**src/hdl/llink_pkg.sv**
```systemverilog
// Shared widths and packet layouts for the receive link
// Data path is fixed at 32 bits with 4 strobe bits
// One AW packet and one W packet fit in a single PHY word
// Default depths are also the credits the link partner starts with

package llink_pkg;

  ////////////////////
  // Field widths

  localparam int ID_W    = 4;
  localparam int ADDR_W  = 32;
  localparam int LEN_W   = 8;
  localparam int SIZE_W  = 3;
  localparam int BURST_W = 2;
  localparam int DATA_W  = 32;
  localparam int STRB_W  = 4;

  ////////////////////
  // Channel packets

  // Write address, 49 bits
  typedef struct packed {
    logic [ID_W-1:0]    id;
    logic [ADDR_W-1:0]  addr;
    logic [LEN_W-1:0]   len;
    logic [SIZE_W-1:0]  size;
    logic [BURST_W-1:0] burst;
  } aw_pkt_t;

  // Write data beat, 41 bits
  typedef struct packed {
    logic [ID_W-1:0]   id;
    logic [DATA_W-1:0] data;
    logic [STRB_W-1:0] strb;
    logic              last;
  } w_pkt_t;

  ////////////////////
  // PHY words

  // Received from the partner, 92 bits
  typedef struct packed {
    w_pkt_t  w_pkt;
    aw_pkt_t aw_pkt;
    logic    w_push;
    logic    aw_push;
  } rx_phy_t;

  // Sent back to the partner, one credit pulse per channel
  typedef struct packed {
    logic aw_credit;
    logic w_credit;
  } tx_phy_t;

  ////////////////////
  // Default FIFO depths

  localparam int AW_DEPTH_DEF = 8;
  localparam int W_DEPTH_DEF  = 16;

endpackage

```
**src/hdl/axi_write_issuer.sv**
```systemverilog
// User-side AW and W channels driven from the FIFO heads
// W beats are held until the AW of their burst has been accepted
// Bursts are assumed to arrive in the same order on AW and W
// AW is held back while the outstanding burst counter is saturated

`timescale 1ns/100ps

module axi_write_issuer
  import llink_pkg::*;
(
  input  logic    clk_wr,
  input  logic    reset,

  // FIFO heads
  input  aw_pkt_t aw_head,
  input  logic    aw_head_valid,
  input  w_pkt_t  w_head,
  input  logic    w_head_valid,

  // FIFO pops
  output logic    aw_pop,
  output logic    w_pop,

  // User AW channel
  output aw_pkt_t user_aw,
  output logic    user_awvalid,
  input  logic    user_awready,

  // User W channel
  output w_pkt_t  user_w,
  output logic    user_wvalid,
  input  logic    user_wready
);

  localparam int OUTST_W = 8;

  // Accepted AWs whose last beat has not yet gone out
  logic [OUTST_W-1:0] outst;
  logic               outst_full;
  logic               aw_hs;
  logic               w_hs;
  logic               last_hs;

  assign outst_full = &outst;

  ////////////////////
  // Channel gating

  assign user_aw      = aw_head;
  assign user_awvalid = aw_head_valid & ~outst_full;

  // W only flows for a burst the user already knows about
  assign user_w       = w_head;
  assign user_wvalid  = w_head_valid & (outst != '0);

  assign aw_hs   = user_awvalid & user_awready;
  assign w_hs    = user_wvalid & user_wready;
  assign last_hs = w_hs & w_head.last;

  // A pop is exactly a user transfer
  assign aw_pop = aw_hs;
  assign w_pop  = w_hs;

  ////////////////////
  // Outstanding bursts

  always_ff @(posedge clk_wr) begin
    if (reset) begin
      outst <= '0;
    end else begin
      case ({aw_hs, last_hs})
        2'b10:   outst <= outst + OUTST_W'(1);
        2'b01:   outst <= outst - OUTST_W'(1);
        default: outst <= outst;
      endcase
    end
  end

endmodule

```
**src/hdl/credit_rx_fifo.sv**
```systemverilog
// Receive FIFO for one link channel, payload set by a type parameter
// A push into a full FIFO is discarded and sets the sticky overflow flag
// Overflow only clears on reset
// DEPTH need not be a power of two

`timescale 1ns/100ps

module credit_rx_fifo #(
  parameter type payload_t = logic [7:0],
  parameter int  DEPTH     = 8
) (
  input  logic     clk_wr,
  input  logic     reset,

  // Write side
  input  logic     push,
  input  payload_t push_data,

  // Read side
  input  logic     pop,
  output payload_t head,
  output logic     head_valid,

  // Credit return and status
  output logic     pop_credit,
  output logic     overflow
);

  localparam int PTR_W = (DEPTH > 1) ? $clog2(DEPTH) : 1;
  localparam int CNT_W = $clog2(DEPTH + 1);

  payload_t             mem [DEPTH];
  logic     [PTR_W-1:0] wr_ptr;
  logic     [PTR_W-1:0] rd_ptr;
  logic     [CNT_W-1:0] count;
  logic                 full;
  logic                 push_ok;
  logic                 pop_ok;

  // Pointer step with wrap at the last entry
  function automatic logic [PTR_W-1:0] ptr_next(input logic [PTR_W-1:0] ptr);
    logic [PTR_W-1:0] nxt;
    if (ptr == PTR_W'(DEPTH - 1)) begin
      nxt = '0;
    end else begin
      nxt = ptr + PTR_W'(1);
    end
    return nxt;
  endfunction

  assign full       = (count == CNT_W'(DEPTH));
  assign head_valid = (count != '0);
  assign head       = mem[rd_ptr];

  assign push_ok    = push & ~full;
  assign pop_ok     = pop & head_valid;

  // Each pop hands one credit back to the partner
  assign pop_credit = pop_ok;

  ////////////////////
  // Pointers and occupancy

  always_ff @(posedge clk_wr) begin
    if (reset) begin
      wr_ptr   <= '0;
      rd_ptr   <= '0;
      count    <= '0;
      overflow <= 1'b0;
    end else begin
      if (push_ok) begin
        wr_ptr <= ptr_next(wr_ptr);
      end
      if (pop_ok) begin
        rd_ptr <= ptr_next(rd_ptr);
      end
      case ({push_ok, pop_ok})
        2'b10:   count <= count + CNT_W'(1);
        2'b01:   count <= count - CNT_W'(1);
        default: count <= count;
      endcase
      if (push && full) begin
        overflow <= 1'b1;
      end
    end
  end

  ////////////////////
  // Storage

  always_ff @(posedge clk_wr) begin
    if (push_ok) begin
      mem[wr_ptr] <= push_data;
    end
  end

endmodule

```
**src/hdl/link_unpacker.sv**
```systemverilog
// PHY boundary of the receive link, one register stage in each direction
// Push bits are dropped while rx_online is low
// Credits earned while tx_online is low are lost, not queued
// Packet payload registers carry no reset

`timescale 1ns/100ps

module link_unpacker
  import llink_pkg::*;
(
  input  logic    clk_wr,
  input  logic    reset,

  // Link state
  input  logic    rx_online,
  input  logic    tx_online,

  // Incoming PHY word
  input  rx_phy_t rx_phy,

  // Credit pulses from the FIFOs
  input  logic    aw_credit,
  input  logic    w_credit,

  // Push side of the FIFOs
  output logic    aw_push,
  output logic    w_push,
  output aw_pkt_t aw_push_pkt,
  output w_pkt_t  w_push_pkt,

  // Outgoing PHY word
  output tx_phy_t tx_phy
);

  ////////////////////
  // Receive direction

  // Push strobes only count while the receive side is up
  always_ff @(posedge clk_wr) begin
    if (reset) begin
      aw_push <= 1'b0;
      w_push  <= 1'b0;
    end else begin
      aw_push <= rx_online & rx_phy.aw_push;
      w_push  <= rx_online & rx_phy.w_push;
    end
  end

  always_ff @(posedge clk_wr) begin
    aw_push_pkt <= rx_phy.aw_pkt;
    w_push_pkt  <= rx_phy.w_pkt;
  end

  ////////////////////
  // Transmit direction

  // One registered credit pulse per popped packet
  always_ff @(posedge clk_wr) begin
    if (reset) begin
      tx_phy <= '0;
    end else begin
      tx_phy.aw_credit <= tx_online & aw_credit;
      tx_phy.w_credit  <= tx_online & w_credit;
    end
  end

endmodule

```
**src/hdl/llink_write_slave_top.sv**
```systemverilog
// Receive half of a credit-based link for an AXI-style write slave
// Only AW and W are carried, 32-bit data with 4 strobe bits
// The partner must start with AW_DEPTH and W_DEPTH credits
// Push to credit latency is two cycles through the PHY registers

`timescale 1ns/100ps

module llink_write_slave_top
  import llink_pkg::*;
#(
  parameter int AW_DEPTH = AW_DEPTH_DEF,
  parameter int W_DEPTH  = W_DEPTH_DEF
) (
  input  logic    clk_wr,
  input  logic    reset,

  // Link state
  input  logic    tx_online,
  input  logic    rx_online,

  // PHY words
  input  rx_phy_t rx_phy,
  output tx_phy_t tx_phy,

  // User AW channel
  output aw_pkt_t user_aw,
  output logic    user_awvalid,
  input  logic    user_awready,

  // User W channel
  output w_pkt_t  user_w,
  output logic    user_wvalid,
  input  logic    user_wready,

  // Sticky status
  output logic    aw_overflow,
  output logic    w_overflow
);

  ////////////////////
  // Interconnect

  logic    aw_push;
  logic    w_push;
  aw_pkt_t aw_push_pkt;
  w_pkt_t  w_push_pkt;
  aw_pkt_t aw_head;
  w_pkt_t  w_head;
  logic    aw_head_valid;
  logic    w_head_valid;
  logic    aw_pop;
  logic    w_pop;
  logic    aw_credit;
  logic    w_credit;

  ////////////////////
  // PHY boundary

  link_unpacker u_unpacker (
    .clk_wr      (clk_wr),
    .reset       (reset),
    .rx_online   (rx_online),
    .tx_online   (tx_online),
    .rx_phy      (rx_phy),
    .aw_credit   (aw_credit),
    .w_credit    (w_credit),
    .aw_push     (aw_push),
    .w_push      (w_push),
    .aw_push_pkt (aw_push_pkt),
    .w_push_pkt  (w_push_pkt),
    .tx_phy      (tx_phy)
  );

  ////////////////////
  // Channel buffers

  credit_rx_fifo #(
    .payload_t (aw_pkt_t),
    .DEPTH     (AW_DEPTH)
  ) u_aw_fifo (
    .clk_wr     (clk_wr),
    .reset      (reset),
    .push       (aw_push),
    .push_data  (aw_push_pkt),
    .pop        (aw_pop),
    .head       (aw_head),
    .head_valid (aw_head_valid),
    .pop_credit (aw_credit),
    .overflow   (aw_overflow)
  );

  credit_rx_fifo #(
    .payload_t (w_pkt_t),
    .DEPTH     (W_DEPTH)
  ) u_w_fifo (
    .clk_wr     (clk_wr),
    .reset      (reset),
    .push       (w_push),
    .push_data  (w_push_pkt),
    .pop        (w_pop),
    .head       (w_head),
    .head_valid (w_head_valid),
    .pop_credit (w_credit),
    .overflow   (w_overflow)
  );

  ////////////////////
  // User side

  axi_write_issuer u_issuer (
    .clk_wr        (clk_wr),
    .reset         (reset),
    .aw_head       (aw_head),
    .aw_head_valid (aw_head_valid),
    .w_head        (w_head),
    .w_head_valid  (w_head_valid),
    .aw_pop        (aw_pop),
    .w_pop         (w_pop),
    .user_aw       (user_aw),
    .user_awvalid  (user_awvalid),
    .user_awready  (user_awready),
    .user_w        (user_w),
    .user_wvalid   (user_wvalid),
    .user_wready   (user_wready)
  );

endmodule

```
**config.mk**
```make
export PLATFORM = sky130hd
export DESIGN_NAME = llink_write_slave_top
export DESIGN_NICKNAME = d
export VERILOG_FILES = /design/src/hdl/llink_pkg.sv /design/src/hdl/axi_write_issuer.sv /design/src/hdl/credit_rx_fifo.sv /design/src/hdl/link_unpacker.sv /design/src/hdl/llink_write_slave_top.sv
export SDC_FILE = /design/constraint.sdc
export NUM_CORES = 1
export LEC_CHECK = 0
export CORE_AREA = 4 4 277 279
export CTS_CLUSTER_DIAMETER = 200
export DETAILED_ROUTE_END_ITERATION = 10
export DIE_AREA = 0 0 281 283
export DONT_BUFFER_PORTS = 1
export PLACE_DENSITY = 0.76
export SYNTH_ARGS = -nofsm -noshare
export SYNTH_HDL_FRONTEND = slang
export SYNTH_SLANG_ARGS = --single-unit
export TNS_END_PERCENT = 100
```
**constraint.sdc**
```tcl
create_clock -name clk_wr -period 8.3 [get_ports clk_wr]
set_input_delay 0 -clock clk_wr [delete_from_list [all_inputs] [get_ports clk_wr]]
set_output_delay 0 -clock clk_wr [all_outputs]
set_load 0.1 [all_outputs]
```
==> out/metrics.sh <==
TIGHTEST_SLEW_NS=1.01
MAXSLEWVIOLCOUNT=0
CTS_TREE='done'
WL_MM=91.1
HPWLAFTERDP_MM=42.5
RESULT_OF_THE_RUN='complete, no violations'
ANT_NETS=0
DIEAREA_SQ_MM=0.0795
SYN_INST=1837
CTS_MADE_BUFFERS=111
FIN_CRIT_SH_PCT=57.1
LARGEST_NET_DEGREE_AT_THE_START_OF_GLOBAL_ROUTING=67
PERIOD_NEEDED_NS=4.74
FP-ROW-COUNT=100
REMAINING_DRC_ERRORS=0
FINAL_LAYOUT_SIZE_SUFFIX_GT1_SHARE_PCT=27.3
WORSTHOLDPATHTYPE='input pin to flip-flop'
SYNTH_CELL_TYPES=49
LEADING_CELL_TYPE_IN_THE_LAYOUT_FILL_AND_TAPS_EXCLUDED='edfxtp_1'
SYNTH.AVG_CELL_AREA_SQ_UM=23.6
CTS.REPORTEDPATHS.CLKPINSLEW_NS=0.06
FP.COREAREA_SQ_MM=0.0742
GLOBALROUTE.TOTALOVERFLOW=0
ANTENNA_FOUND_INITIAL=2
OVERALL_VIA_COUNT_FROM_DETAIL_ROUTE=19900
NETLIST_AREA_SQ_MM=0.0434
TIMING.FMAX_GHz=0.211
FINAL_CELL_MIX='edfxtp_1, mux4_2, dlygate4sd3_1'
DRT_FIRST_ITER_VIOLATIONS=1990
FINAL_HOLD_SLACK_NS=0.247
WIRE_PER_INST_UM=28.8
FINAL-SEQ-AREA_SQ_MM=0.0342
NNETSFINAL=2222
POWER-PER-CELL-AREA_mW_PER_MM2=261
SYNTH_NETS=1961
CTS_REPAIR_RESIZE_COUNT=0
TIMING.MAX_CAP.VIOLATIONS=0
NUM_CLOCK_SINKS=1182
SKEW_NS=0.0497
CLKLATENCYLATEPIN_NS=0.67
GRT_PASS1_VIAS=21000
CP-START-KIND='flip-flop'
FLOORPLAN.IO_PINS=194
GROUTE.USAGE.OVERALL_PCT=23.2
CRIT_FANOUT=50
CTS_HOLD_BUFFERS=192
SYNTH-SEQ-AREA-SHARE_PCT=78.7
DIE_W_UM=281
SYNTH-MAIN-FF-CELL='edfxtp_1'
POWER.LEAKAGE_nW=15.8
CTS_ROOT_BUFFER='clkbuf_16'
STARTING_DENSITY_OF_THE_CORE_PCT=58.5
WORST_EP_REQUIRED_TIME_NS=8.30
SYNTHTOLAYOUTAREAGROWTH_PCT=16.0
NUMPORTBUFFERS=0
YS_WARN_COUNT=0
TIMING_HOLD_VIOLATIONS_FINAL=0
DIE_Y_UM=283
FINALWEIGHTEDCONGESTION=0.726
DR.PASS1.ITERS=5
GRT_FIRST_PASS_WIRELENGTH_MM=137
POSTCTSSETUPREPAIRBUFS=0
SYNTH_EDF_COUNT=1048
RELSLEWSLACK_PCT=32.9
FILLERINSTANCES=4298
FF_LATCH_COUNT_SYNTH=1182
SETUP-VIOLATIONS-FINAL=0
SYNTHARSTFLOPSHARE_PCT=0
SETUP_TOTAL_NEGATIVE_SLACK_NS=0
WORSTSETUPENDPOINTTYPE='output pin'
VIA_PER_INST=6.27
WORST-SETUP-PATH-TYPE='flip-flop to output pin'
CTS_BUFFER_DEPTH=3
MULTI_INPUT_AREA_SQ_MM=0.00891
CTS-HTREE-LEVELS=3
RSZ0062_AT_GRT='false'
TIMING.CRITICAL_PATH.ARRIVAL_NS=4.74
PEAKVDDDROP_mV=0.199
[routing by layer]
metal	wire length, um	track usage [%]
met3	7640	5.01
met5	0	0
met2	48200	40.0
met1	32800	30.3
met4	2380	6.65
[path summary, 6_finish.rpt]
check,start,endpoint,slack [ns],cells after the start
worst max register to register,flip-flop,u_issuer.outst[7],3.94,10
worst max-delay path,flip-flop,user_w[4],3.56,4
worst min register to register,u_aw_fifo.rd_ptr[0],flip-flop,0.50,2
worst min-delay path,reset,u_w_fifo.overflow,0.25,3
[per-stage QoR]
stage / instances / area, sq um / setup WS [ns] / utilization (%) / power [mW]
6_report: 3166 / 50300 / 3.56 / 67.8 / 13.1
5_1_grt: 3166 / 50300 / 3.08 / 67.8 / 13.6
4_1_cts: 3164 / 50300 / 3.38 / 67.8 / 13.2
3_5_place_dp: 2762 / 44600 / 3.93 / 60.2 / 8.06
3_3_place_gp: 2762 / 44600 / 3.98 / 60.2 / 8.03
2_1_floorplan: 1837 / 43400 / 2.32 / - / 7.90
[registers in the layout (all words and copies together), names as in the netlist, named ones only]
signal	cells
u_aw_fifo.count	4
u_aw_fifo.mem	392
u_aw_fifo.overflow	1
u_aw_fifo.rd_ptr	3
u_aw_fifo.wr_ptr	3
u_issuer.outst	8
u_unpacker.aw_push	1
u_unpacker.aw_push_pkt	49
u_unpacker.tx_phy	2
u_unpacker.w_push	1
u_unpacker.w_push_pkt	41
u_w_fifo.count	5
u_w_fifo.mem	656
u_w_fifo.overflow	1
u_w_fifo.rd_ptr	4
u_w_fifo.wr_ptr	4
[cells in the mapped netlist (all sizes together) (2+ instances only)]
cell type  number  area (sq um)
mux4          303          6830
nor3           13          65.1
xor2            8          70.1
o21ai           4          20.0
buf            48           288
nand3           5          25.0
edfxtp       1048         31500
a21boi          2          15.0
clkbuf         34           129
mux2           49           552
nand2          19          71.3
nand4           3          18.8
fa              3          60.1
nand2b          4          25.0
a21oi          23           115
a21o            6          45.0
mux2i           5          50.1
ha             23           288
or3             5          31.3
xnor2           4          35.0
and3            4          25.0
a22oi           2          15.0
nor4            4          25.0
o21a            2          15.0
nor2b           3          26.3
nor2           43           161
dfxtp         134          2680
a31oi           5          31.3
o211ai          2          15.0
inv            16          60.1
[power by group]
part           switching [mW]  leakage [nW]  total (mW)  internal [mW]
Sequential              0.109          10.6        6.64           6.53
Clock                    2.14          1.83        5.11           2.97
Combinational           0.932          3.38        1.37          0.440
Total                    3.18          15.8        13.1           9.93
[critical path: stages, from the launching register on]
cell     delay, ns
dfxtp_4       0.81
buf_4         0.90
buf_4         0.87
mux4_2        0.61
mux4_2        0.77
[final cells by class]
cell class,count,share of cell area [%]
flip-flops and latches,1182,67.9
multi-input cells,557,17.7
clock buffers,158,6.27
repair buffers,230,4.41
well taps,969,2.41
clock inverters,52,1.15
inverters,16,0.119
diodes,2,0.00995
[cell families after synthesis]
logic type,synth area share [%]
AO/OA/AOI/OAI,0.770
multiplexers,17.1
XOR/XNOR,0.242
adder cells (fa/ha/maj),0.802
buffers and inverters,1.10
flip-flops,78.7
AND/OR/NAND/NOR,1.21
No activity file was read; power rests on OpenSTA's default activity.
